File: src/hdl/vram_blit_pkg.sv
////////////////////////////////////////
// shared types for the VRAM access engine
// VRAM words are 16 bits, attribute byte
// above character byte
// Wishbone byte 0 is the high (even) byte
// and byte 1 is the low (odd) byte
////////////////////////////////////////

package vram_blit_pkg;

    localparam int WB_ADDR_W = 5;           // adr[4:1] register, adr[0] byte lane

    typedef logic [15:0] vram_addr_t;       // VRAM word address
    typedef logic [15:0] vram_word_t;       // attribute byte above character byte

    // host visible registers, the gaps read as zero
    typedef enum logic [3:0] {
        RD_INC  = 4'd0,                     // read address increment
        WR_INC  = 4'd1,                     // write address increment
        RD_ADDR = 4'd5,                     // low byte write starts a read
        WR_ADDR = 4'd6,                     // VRAM write address
        DATA    = 4'd7,                     // low byte write starts a write
        RD_DATA = 4'd8                      // word fetched by the last read
    } reg_num_t;

    // one host byte write, valid only in the ack cycle
    typedef struct packed {
        logic       valid;
        reg_num_t   num;
        logic       odd;                    // 1 = low byte
        logic [7:0] data;
    } host_wr_t;

    // one VRAM access request
    typedef struct packed {
        logic       valid;
        logic       wr;                     // 1 = write, 0 = read
        vram_addr_t addr;
        vram_word_t data;                   // write data, unused on reads
    } vram_req_t;

    // completion pulses, one cycle wide
    typedef struct packed {
        logic rd_done;
        logic wr_done;
        logic host;                         // access was started by the host
    } vram_done_t;

endpackage
File: src/hdl/vram_blit_top.sv
////////////////////////////////////////
// VRAM access engine, top level
// host on 8-bit Wishbone classic
// VRAM shared with video refresh, the
// engine uses only granted slots
// host launches wait for the clear
////////////////////////////////////////

`timescale 1ns/1ns

module vram_blit_top #(
    parameter int unsigned               CLEAR_WORDS = 65536,
    parameter vram_blit_pkg::vram_word_t CLEAR_DATA  = 16'h1F20
) (
    input  logic                                clk,
    input  logic                                reset_i,
    input  logic                                wb_cyc_i,
    input  logic                                wb_stb_i,
    input  logic                                wb_we_i,
    input  logic [vram_blit_pkg::WB_ADDR_W-1:0] wb_adr_i,
    input  logic [7:0]                          wb_dat_i,
    output logic [7:0]                          wb_dat_o,
    output logic                                wb_ack_o,
    input  logic                                blit_cycle_i,    // 1 = slot for the engine
    output logic                                vram_sel_o,
    output logic                                vram_wr_o,
    output vram_blit_pkg::vram_addr_t           vram_addr_o,
    input  vram_blit_pkg::vram_word_t           vram_rdata_i,
    output vram_blit_pkg::vram_word_t           vram_wdata_o,
    output logic                                video_ena_o
);

    import vram_blit_pkg::*;

    reg_num_t   reg_num;
    host_wr_t   host_wr;
    logic       accept;
    vram_word_t reg_word;
    logic       ready;
    vram_done_t done;
    vram_word_t rd_word;
    vram_req_t  host_req;
    vram_req_t  clear_req;

    host_wb_port port_i (
        .clk        (clk),
        .reset_i    (reset_i),
        .wb_cyc_i   (wb_cyc_i),
        .wb_stb_i   (wb_stb_i),
        .wb_we_i    (wb_we_i),
        .wb_adr_i   (wb_adr_i),
        .wb_dat_i   (wb_dat_i),
        .wb_dat_o   (wb_dat_o),
        .wb_ack_o   (wb_ack_o),
        .accept_i   (accept),
        .reg_word_i (reg_word),
        .reg_num_o  (reg_num),
        .wr_o       (host_wr)
    );

    blit_regs regs_i (
        .clk        (clk),
        .reset_i    (reset_i),
        .wr_i       (host_wr),
        .reg_num_i  (reg_num),
        .accept_o   (accept),
        .reg_word_o (reg_word),
        .ready_i    (ready),
        .done_i     (done),
        .rd_word_i  (rd_word),
        .req_o      (host_req)
    );

    vram_access access_i (
        .clk          (clk),
        .reset_i      (reset_i),
        .clear_req_i  (clear_req),
        .host_req_i   (host_req),
        .blit_cycle_i (blit_cycle_i),
        .vram_sel_o   (vram_sel_o),
        .vram_wr_o    (vram_wr_o),
        .vram_addr_o  (vram_addr_o),
        .vram_wdata_o (vram_wdata_o),
        .vram_rdata_i (vram_rdata_i),
        .ready_o      (ready),
        .done_o       (done),
        .rd_word_o    (rd_word)
    );

    init_clear #(
        .CLEAR_WORDS (CLEAR_WORDS),
        .CLEAR_DATA  (CLEAR_DATA)
    ) clear_i (
        .clk         (clk),
        .reset_i     (reset_i),
        .done_i      (done),
        .req_o       (clear_req),
        .video_ena_o (video_ena_o)
    );

endmodule

File: src/hdl/init_clear.sv
////////////////////////////////////////
// power-up clear, fills CLEAR_WORDS
// words from address 0 with CLEAR_DATA
// video enable rises after the last word
// and stays up until reset
////////////////////////////////////////

`timescale 1ns/1ns

module init_clear #(
    parameter int unsigned               CLEAR_WORDS = 65536,
    parameter vram_blit_pkg::vram_word_t CLEAR_DATA  = 16'h1F20
) (
    input  logic                       clk,
    input  logic                       reset_i,
    input  vram_blit_pkg::vram_done_t  done_i,
    output vram_blit_pkg::vram_req_t   req_o,
    output logic                       video_ena_o
);

    import vram_blit_pkg::*;

    localparam int              CNT_W     = $clog2(CLEAR_WORDS + 1);
    localparam logic [CNT_W-1:0] LAST_WORD = CNT_W'(CLEAR_WORDS - 1);

    typedef enum logic [1:0] {CL_START, CL_RUN, CL_IDLE} clear_state_t;

    clear_state_t     state;
    logic [CNT_W-1:0] words;                    // fill words completed
    vram_addr_t       addr;                     // next fill address
    logic             clear_done;

    assign clear_done = done_i.wr_done && !done_i.host;

    // next word goes out in the done cycle of the previous one
    always_comb begin
        req_o.valid = (state == CL_START) ||
                      ((state == CL_RUN) && clear_done && (words != LAST_WORD));
        req_o.wr    = 1'b1;
        req_o.addr  = addr;
        req_o.data  = CLEAR_DATA;
    end

    always_ff @(posedge clk) begin
        if (reset_i) begin
            state       <= CL_START;
            words       <= '0;
            addr        <= '0;
            video_ena_o <= 1'b0;
        end else begin
            if (req_o.valid) begin
                addr <= addr + 1'b1;
            end
            case (state)
                CL_START: state <= CL_RUN;
                CL_RUN: begin
                    if (clear_done) begin
                        words <= words + 1'b1;
                        if (words == LAST_WORD) begin
                            state       <= CL_IDLE;
                            video_ena_o <= 1'b1;
                        end
                    end
                end
                default: ;                      // idle until reset
            endcase
        end
    end

endmodule

File: src/hdl/vram_access.sv
////////////////////////////////////////
// single VRAM access in flight
// outputs hold until blit_cycle_i grants
// a slot, read data arrives one cycle
// after the slot
// requests only while ready_o is high,
// the clear request has priority
////////////////////////////////////////

`timescale 1ns/1ns

module vram_access (
    input  logic                       clk,
    input  logic                       reset_i,
    input  vram_blit_pkg::vram_req_t   clear_req_i,
    input  vram_blit_pkg::vram_req_t   host_req_i,
    input  logic                       blit_cycle_i,
    output logic                       vram_sel_o,
    output logic                       vram_wr_o,
    output vram_blit_pkg::vram_addr_t  vram_addr_o,
    output vram_blit_pkg::vram_word_t  vram_wdata_o,
    input  vram_blit_pkg::vram_word_t  vram_rdata_i,
    output logic                       ready_o,
    output vram_blit_pkg::vram_done_t  done_o,
    output vram_blit_pkg::vram_word_t  rd_word_o
);

    import vram_blit_pkg::*;

    logic rd_pend;                              // read slot was last cycle
    logic from_host;

    // clear_req_i also keeps the host out between fill words
    assign ready_o = !vram_sel_o && !rd_pend && !clear_req_i.valid;

    always_ff @(posedge clk) begin
        if (reset_i) begin
            vram_sel_o <= 1'b0;
            vram_wr_o  <= 1'b0;
            rd_pend    <= 1'b0;
            from_host  <= 1'b0;
            done_o     <= '0;
        end else begin
            done_o  <= '0;
            rd_pend <= 1'b0;
            if (vram_sel_o) begin
                if (blit_cycle_i) begin                 // slot granted, access completes
                    vram_sel_o     <= 1'b0;
                    vram_wr_o      <= 1'b0;
                    done_o.rd_done <= !vram_wr_o;
                    done_o.wr_done <= vram_wr_o;
                    done_o.host    <= from_host;
                    rd_pend        <= !vram_wr_o;
                end
            end else if (clear_req_i.valid) begin
                vram_sel_o <= 1'b1;
                vram_wr_o  <= clear_req_i.wr;
                from_host  <= 1'b0;
            end else if (host_req_i.valid) begin
                vram_sel_o <= 1'b1;
                vram_wr_o  <= host_req_i.wr;
                from_host  <= 1'b1;
            end
        end
    end

    always_ff @(posedge clk) begin
        if (!vram_sel_o) begin
            if (clear_req_i.valid) begin
                vram_addr_o  <= clear_req_i.addr;
                vram_wdata_o <= clear_req_i.data;
            end else if (host_req_i.valid) begin
                vram_addr_o  <= host_req_i.addr;
                vram_wdata_o <= host_req_i.data;
            end
        end
        if (reset_i) begin
            rd_word_o <= '0;
        end else if (rd_pend) begin
            rd_word_o <= vram_rdata_i;          // VRAM drives data the cycle after the slot
        end
    end

    a_hold_until_slot: assert property (
        @(posedge clk) disable iff (reset_i)
        (vram_sel_o && !blit_cycle_i) |=>
            (vram_sel_o && $stable(vram_wr_o) && $stable(vram_addr_o) && $stable(vram_wdata_o))
    ) else $error("VRAM outputs moved before a slot was granted");

    a_host_req_ready: assert property (
        @(posedge clk) disable iff (reset_i)
        host_req_i.valid |-> ready_o
    ) else $error("host request while access path busy");

    a_clear_req_idle: assert property (
        @(posedge clk) disable iff (reset_i)
        clear_req_i.valid |-> (!vram_sel_o && !rd_pend)
    ) else $error("clear request while access path busy");

endmodule

File: src/hdl/blit_regs.sv
////////////////////////////////////////
// host register file
// low byte writes to DATA and RD_ADDR
// start a VRAM access, the high byte
// must be written first
// addresses step on the host done pulse
// dropped registers read as zero
////////////////////////////////////////

`timescale 1ns/1ns

module blit_regs (
    input  logic                       clk,
    input  logic                       reset_i,
    input  vram_blit_pkg::host_wr_t    wr_i,
    input  vram_blit_pkg::reg_num_t    reg_num_i,
    output logic                       accept_o,
    output vram_blit_pkg::vram_word_t  reg_word_o,
    input  logic                       ready_i,
    input  vram_blit_pkg::vram_done_t  done_i,
    input  vram_blit_pkg::vram_word_t  rd_word_i,
    output vram_blit_pkg::vram_req_t   req_o
);

    import vram_blit_pkg::*;

    vram_word_t rd_inc;
    vram_word_t wr_inc;
    vram_addr_t rd_addr;
    vram_addr_t wr_addr;
    vram_word_t data_reg;
    logic       needs_ready;

    function automatic vram_word_t put_byte(
        input vram_word_t old_word,
        input logic       odd,
        input logic [7:0] data
    );
        vram_word_t new_word;
        new_word = old_word;
        if (odd) begin
            new_word[7:0] = data;
        end else begin
            new_word[15:8] = data;
        end
        return new_word;
    endfunction

    // launching writes and RD_DATA reads wait for the access path
    assign needs_ready = (reg_num_i == RD_DATA) ||
                         (wr_i.odd && ((reg_num_i == DATA) || (reg_num_i == RD_ADDR)));
    assign accept_o    = ready_i || !needs_ready;

    always_ff @(posedge clk) begin
        if (reset_i) begin
            rd_inc   <= '0;
            wr_inc   <= '0;
            rd_addr  <= '0;
            wr_addr  <= '0;
            data_reg <= '0;
        end else begin
            if (done_i.host && done_i.rd_done) begin
                rd_addr <= rd_addr + rd_inc;
            end
            if (done_i.host && done_i.wr_done) begin
                wr_addr <= wr_addr + wr_inc;
            end
            // a host byte write wins over a step in the same cycle
            if (wr_i.valid) begin
                case (wr_i.num)
                    RD_INC:  rd_inc   <= put_byte(rd_inc, wr_i.odd, wr_i.data);
                    WR_INC:  wr_inc   <= put_byte(wr_inc, wr_i.odd, wr_i.data);
                    RD_ADDR: rd_addr  <= put_byte(rd_addr, wr_i.odd, wr_i.data);
                    WR_ADDR: wr_addr  <= put_byte(wr_addr, wr_i.odd, wr_i.data);
                    DATA:    data_reg <= put_byte(data_reg, wr_i.odd, wr_i.data);
                    default: ;                          // RD_DATA and gaps ignore writes
                endcase
            end
        end
    end

    // access launch, issued in the ack cycle of the low byte write
    always_comb begin
        req_o = '0;
        if (wr_i.valid && wr_i.odd) begin
            if (wr_i.num == DATA) begin
                req_o.valid = 1'b1;
                req_o.wr    = 1'b1;
                req_o.addr  = wr_addr;
                req_o.data  = {data_reg[15:8], wr_i.data};
            end else if (wr_i.num == RD_ADDR) begin
                req_o.valid = 1'b1;
                req_o.wr    = 1'b0;
                req_o.addr  = {rd_addr[15:8], wr_i.data};
            end
        end
    end

    always_comb begin
        case (reg_num_i)
            RD_INC:  reg_word_o = rd_inc;
            WR_INC:  reg_word_o = wr_inc;
            RD_ADDR: reg_word_o = rd_addr;
            WR_ADDR: reg_word_o = wr_addr;
            DATA:    reg_word_o = data_reg;
            RD_DATA: reg_word_o = rd_word_i;
            default: reg_word_o = '0;
        endcase
    end

endmodule

File: src/hdl/host_wb_port.sv
////////////////////////////////////////
// Wishbone classic slave, 8-bit data
// one ack pulse per cycle, registered
// wait states while accept_i is low
// host holds adr/dat/we until ack
////////////////////////////////////////

`timescale 1ns/1ns

module host_wb_port (
    input  logic                                clk,
    input  logic                                reset_i,
    input  logic                                wb_cyc_i,
    input  logic                                wb_stb_i,
    input  logic                                wb_we_i,
    input  logic [vram_blit_pkg::WB_ADDR_W-1:0] wb_adr_i,
    input  logic [7:0]                          wb_dat_i,
    output logic [7:0]                          wb_dat_o,
    output logic                                wb_ack_o,
    input  logic                                accept_i,
    input  vram_blit_pkg::vram_word_t           reg_word_i,
    output vram_blit_pkg::reg_num_t             reg_num_o,
    output vram_blit_pkg::host_wr_t             wr_o
);

    import vram_blit_pkg::*;

    logic byte_odd;

    assign reg_num_o = reg_num_t'(wb_adr_i[WB_ADDR_W-1:1]);
    assign byte_odd  = wb_adr_i[0];

    // the byte fields follow the bus at all times, valid marks the write
    always_comb begin
        wr_o.valid = wb_ack_o && wb_we_i;
        wr_o.num   = reg_num_o;
        wr_o.odd   = byte_odd;
        wr_o.data  = wb_dat_i;
    end

    assign wb_dat_o = byte_odd ? reg_word_i[7:0] : reg_word_i[15:8];  // even lane is high byte

    always_ff @(posedge clk) begin
        if (reset_i) begin
            wb_ack_o <= 1'b0;
        end else begin
            // single pulse, next cycle the host must drop stb or move on
            wb_ack_o <= wb_cyc_i && wb_stb_i && accept_i && !wb_ack_o;
        end
    end

    // ack only ever answers a live bus cycle
    a_ack_in_cycle: assert property (
        @(posedge clk) disable iff (reset_i)
        wb_ack_o |-> (wb_cyc_i && wb_stb_i)
    ) else $error("ack without cyc and stb");

endmodule

File: config.mk
export PLATFORM = sky130hd
export DESIGN_NAME = vram_blit_top
export DESIGN_NICKNAME = d
export VERILOG_FILES = /design/src/hdl/vram_blit_pkg.sv /design/src/hdl/vram_blit_top.sv /design/src/hdl/init_clear.sv /design/src/hdl/vram_access.sv /design/src/hdl/blit_regs.sv /design/src/hdl/host_wb_port.sv
export SDC_FILE = /design/constraint.sdc
export NUM_CORES = 1
export LEC_CHECK = 0
export ABC_AREA = 1
export BUFFER_PORTS_ARGS = -buffer_cell sky130_fd_sc_hd__buf_2
export CELL_PAD_IN_SITES_DETAIL_PLACEMENT = 1
export CELL_PAD_IN_SITES_GLOBAL_PLACEMENT = 1
export CORE_UTILIZATION = 47
export DETAILED_ROUTE_END_ITERATION = 10
export GPL_ROUTABILITY_DRIVEN = 0
export PLACE_DENSITY = 0.86
export SLEW_MARGIN = 15
export SYNTH_ARGS = -nofsm -noshare
export SYNTH_HDL_FRONTEND = slang
export SYNTH_SLANG_ARGS = --single-unit
File: constraint.sdc
create_clock -name clk -period 4.9 [get_ports clk]
set_input_delay 0.245 -clock clk [delete_from_list [all_inputs] [get_ports clk]]
set_output_delay 0.245 -clock clk [all_outputs]
set_load 0.005 [all_outputs]
Yosys cells after proc, flatten, opt, wreduce, memory -nomap -nowiden
Index checks and enable logic that the tools add are counted.
{ "op_classes": {"n_mul": 0, "div": 0, "addsub": 4, "magnitude_cmp": 0, "shift": 0, "n_reduce_logical": 41, "n_eq_ne": 15, "bitwise": 3, "n_mux": 30} }
{ "op_table": {"columns": ["cell", "count"], "rows": [
  ["2-to-1 mux 16 bit", 10],
  ["one-hot mux 16 bit (6 select lines)", 1],
  ["2-to-1 mux 18 bit", 2],
  ["2-to-1 mux 34 bit", 1],
  ["adder 16 bit", 2],
  ["2-to-1 mux 8 bit", 3],
  ["AND reduction 3 bit", 8],
  ["adder 17 x 1 -> 17 bit, second input constant", 1],
  ["== test 17 x 16 -> 1 bit, second input constant", 1],
  ["!= test 17 x 16 -> 1 bit, second input constant", 1],
  ["adder 16 x 1 -> 16 bit, second input constant", 1],
  ["logical AND 1 bit", 13],
  ["== test 4 x 3 -> 1 bit, second input constant", 3],
  ["!= test 3 bit, second input constant", 4],
  ["2-to-1 mux 1 bit", 10],
  ["zero test 1 bit", 7],
  ["AND reduction 2 bit", 3],
  ["== test 4 x 1 -> 1 bit, second input constant", 1],
  ["== test 4 bit, second input constant", 1],
  ["zero test 4 bit", 1],
  ["logical OR 1 bit", 4],
  ["2-to-1 mux 2 bit", 2],
  ["!= test 2 bit, second input constant", 2],
  ["one-hot mux 2 bit (2 select lines)", 1],
  ["7 further kinds", 10]
]} }
{ "totals": {"register_bits": 171, "mem_bits_ro": 0, "ramBits": 0, "n_memories": 0, "latch_bits": 0, "out_inout_bits": 44} }

Longest topological paths before layout
{ "depth": {"ltp_word": 10, "mapped_depth": 17} }

Cells and area by module
From an unflattened synthesis, not the netlist that was laid out.
{ "hier_totals": {"hier_cells": 1578, "hier_area_um2": 10561.4} }
{ "modules_own_cells": {"columns": ["mod", "area_each_um2", "n_inst", "cells_per_inst"], "rows": [
  ["blit_regs", 6112.1, 1, 994],
  ["vram_access", 2158.3, 1, 238],
  ["init_clear", 2004.4, 1, 296],
  ["host_wb_port", 286.5, 1, 50]
]} }

Worst setup path before layout
No wires, ideal clock.
{ "synth_path": {"path_kind": "reg-to-reg", "start": "register clear_i.words[3]", "end": "register access_i.vram_wr_o", "synth_period_minus_slack_ns": 2.193, "path_buffers": 1, "stages_incl_launch_ff": 18, "arrival_time_ns": 2.065, "path_slack_ns": 2.707, "cell_sequence": "dfxtp_1 nand2_1 nor3_1 inv_1 nor2_1 nand3_1 nor3_1 ha_1 inv_1 nand2_1 nand2_2 inv_2 buf_6 o21ai_2 nand2_1 inv_2 o22ai_1 nor2_1"} }
{ "synth_between": {"elab_chain_cells": 5, "word_cells_on_any_way": 7} }
{ "synth_lines": {"columns": ["element", "line", "source"], "rows": [
  ["from (decl)", "init_clear.sv:29", "logic [CNT_W-1:0] words;"],
  ["from (signal assigned)", "init_clear.sv:58", "words <= words + 1'b1;"],
  ["!= test 17 x 16 -> 1 bit (*)", "init_clear.sv:38", "((state == CL_RUN) && clear_done && (words != LAST_WORD));"],
  ["logical AND 1 bit (*)", "init_clear.sv:38", null],
  ["logical OR 1 bit (*)", "init_clear.sv:37", "req_o.valid = (state == CL_START) ||"],
  ["nonzero test 3 bit (no line) / 2-to-1 mux 1 bit (equally long branches)", null, null],
  ["AND reduction 2 bit (no line) / 2-to-1 mux 1 bit (equally long branches)", null, null],
  ["to (signal assigned)", "vram_access.sv:57", "vram_wr_o <= clear_req_i.wr;"],
  ["to (signal assigned)", "vram_access.sv:61", "vram_wr_o <= host_req_i.wr;"],
  ["to (decl)", "vram_access.sv:19", "output logic vram_wr_o,"]
]} }
Every way passes the cells marked *; elsewhere a longest branch is shown, timed or not.
A chain may end at the register's enable or synchronous reset.

Final worst setup path
Ends and elaborated chain as after synthesis.

==> run summary <==
Count of cell types in the netlist = 43
Worst slew pin tran = 1020 ps
Psw = 786 µW
Clock power frac = 44.7%
Cts repair resizes = 0
Power Density = 273 nW/µm²
Most numerous cell in the Yosys netlist = nand2_1
Tmin final = 3280 ps
FMAX = 305 MHz
Endpoints failing hold = 0
Total setup buffers inserted after CTS = 0
Routed len/inst = 19.5 µm
Crit Path Category = reg2reg
Post-synthesis async set-or-reset flop share = 0%
Core Region = 20300 µm²
IO Port Bufs = 78
Status = completed
Pre-Repair DR Iteration Count = 5
Max Cap Viol = 0
Post-synth EDFFs = 32
Crit path arrival time = 3580 ps
Die ar. = 21300 µm²
Hold-fix buffers, CTS = 0
Switching Share = 26.6%
RSZ-0062 raised after global routing = false
Clock transition at path regs = 80 ps
Total CTS buffers = 17
Global-route wire length before repair = 53.8 mm
Register area share after synthesis = 38.4%
Mapped Area = 9760 µm²
Initial antenna violation count = 0
Deepest clock path buffer count = 2
Area grow syn2layout = 10.8%
Largest net degree at the start of global routing = 78
# rows = 52
Nets = 1531
Clock Latency Late Sink = 450 ps
I/O pin cnt = 79
Post-synth top cells = 289 x nand2_1, 199 x inv_1, 179 x o21ai_0
Fillers = 2766
Final setup vio count = 0
Reg power frac = 49.9%
Routed wire length = 34.0 mm
CTS H-tree depth = 4
Avg Inst Size Synth = 6.89 µm²
Top_reg_cell synth = dfxtp_1
CP Launch Type = flip-flop
Finished Cell Area = 10800 µm²
Share of post-route cells with drive strength above 1 = 9.63%
Lkg Pwr = 4.50 nW
CTS tree = done
Top cells by area, synth = dfxtp_1 29%, nand2_1 11%, edfxtp_1 9.8%, o21ai_0 9.2%, inv_1 7.7%
Tot GR Track Use = 32.3%
Hold Slack = 21.1 ps
Final slew viol count = 0
Period utilization = 66.9%
Flop2flop setup slack = 1620 ps
Max FFs per register = 17
Iter 0 DRT Violations = 800
Horiz. Die Dim = 146 µm
Peak VDD IR = 0.253 mV
Rel. slew slack = 32.0%
Initial Util = 48.1%
Leading area contributor after synthesis = dfxtp_1
Type of the worst min-delay path = in2reg
CTS root buf = clkbuf_16
GR Overflow Total = 0
Synthesized Nets = 1486
Placed cell areas = 10200 µm²
Mapped Cells = 1416
Power Internal = 2.17 mW
Detail Route Antenna Nets = 0
CP Data Required Time = 5200 ps
Most flops, register = clear_i.words
CP max FO = 48
Vias in the first global route = 9895
Diodes inserted = 0
Setup crit end kind = flip-flop
Via count = 10100
HPWL after detailed placement = 25.2 mm
Yosys reg bits = 171
Worst Skew = 13.1 ps
Comb pwr share = 5.4%
Clock sink count = 171
YS warnings = 0
Via density = 5.78
Synth top area share = 28.5%
TNS Setup = 0 ps
Drt drc = 0
Die Height = 146 µm
-- final timing paths --
kind,start,end,depth (start not counted)
min,vram_rdata_i[7],access_i.rd_word_o[7],3
min reg2reg,access_i.from_host,access_i.done_o[0],2
max,clear_i.words[3],access_i.vram_wr_o,16
max reg2reg,clear_i.words[3],access_i.vram_wr_o,16
-- metal layers --
metal	wire, µm	track usage (%)	vias up
met1	14900	42.2	4881
met2	16200	53.4	343
met3	1650	3.94	73
met5	0	0	-
li1	-	-	4786
met4	1370	14.9	0
-- cells in the final DEF (no fill, tap or decap), types with 6 or more instances in the layout --
cell	synthesis	layout
xor2_1	6	6
o22ai_1	32	32
inv_1	199	198
a21oi_1	134	134
nor3_1	28	28
dfxtp_1	139	139
edfxtp_1	32	32
nor2_2	7	7
nand2_1	289	289
ha_1	33	33
o21ai_0	179	179
xnor2_1	6	6
nand3_1	85	85
nand4_1	19	19
clkbuf_16	0	17
nor2_1	105	105
buf_2	12	78
a22o_1	7	7
a211oi_1	7	7
nor2_4	6	6
inv_2	8	8
-- cells by family after synthesis --
| logic type | count (synthesis) | synth area share (%) |
|---|---|---|
| AO/OA/AOI/OAI | 378 | 20.7 |
| XOR/XNOR | 12 | 1.08 |
| adder cells (fa/ha/maj) | 35 | 4.64 |
| buffers and inverters | 265 | 10.7 |
| flip-flops | 171 | 38.4 |
| AND/OR/NAND/NOR | 555 | 24.6 |
-- stage by stage --
step           cells  worst slack [ps]  util, %  power, mW
4_1_cts         1744              1610     53.3       2.95
3_3_place_gp    1712              1870     50.5       1.66
3_5_place_dp    1712              1680     50.5       1.66
2_1_floorplan   1416              2710        -       1.59
6_report        1744              1620     53.3       2.96
5_1_grt         1744              1230     53.3       3.03
-- power groups by stage --
stage	clock network, mW	registers [mW]	logic, mW
after floorplan	0	1.50	0.0867
after global placement	0	1.51	0.151
after detailed placement	0	1.51	0.156
after CTS	1.32	1.47	0.158
after global routing	1.38	1.48	0.174
final	1.32	1.47	0.161
-- worst max-delay path, stage by stage, from the launching register on --
cell and delay, ps:
dfxtp_1 350, nand2_1 120, nor3_1 150, inv_1 80, nor2_1 130, nand3_1 100
nor3_1 190, ha_1 210, inv_1 60, nand2_1 80, nand2_2 200, inv_2 630
o21ai_2 100, nand2_1 120, inv_2 280, o22ai_1 250, nor2_1 70
-- final cells by class --
cell class	count	area (µm²)	share of cell area (%)
Multi-Input combinational cell	980	4970	46.0
Clock inverter	14	133	1.23
Clock buffer	18	429	3.97
Tap cell	270	338	3.12
Timing Repair Buffer	79	398	3.68
Inverter	212	797	7.37
Sequential cell	171	3740	34.6
Note: power is estimated with default switching activity, not from simulation.
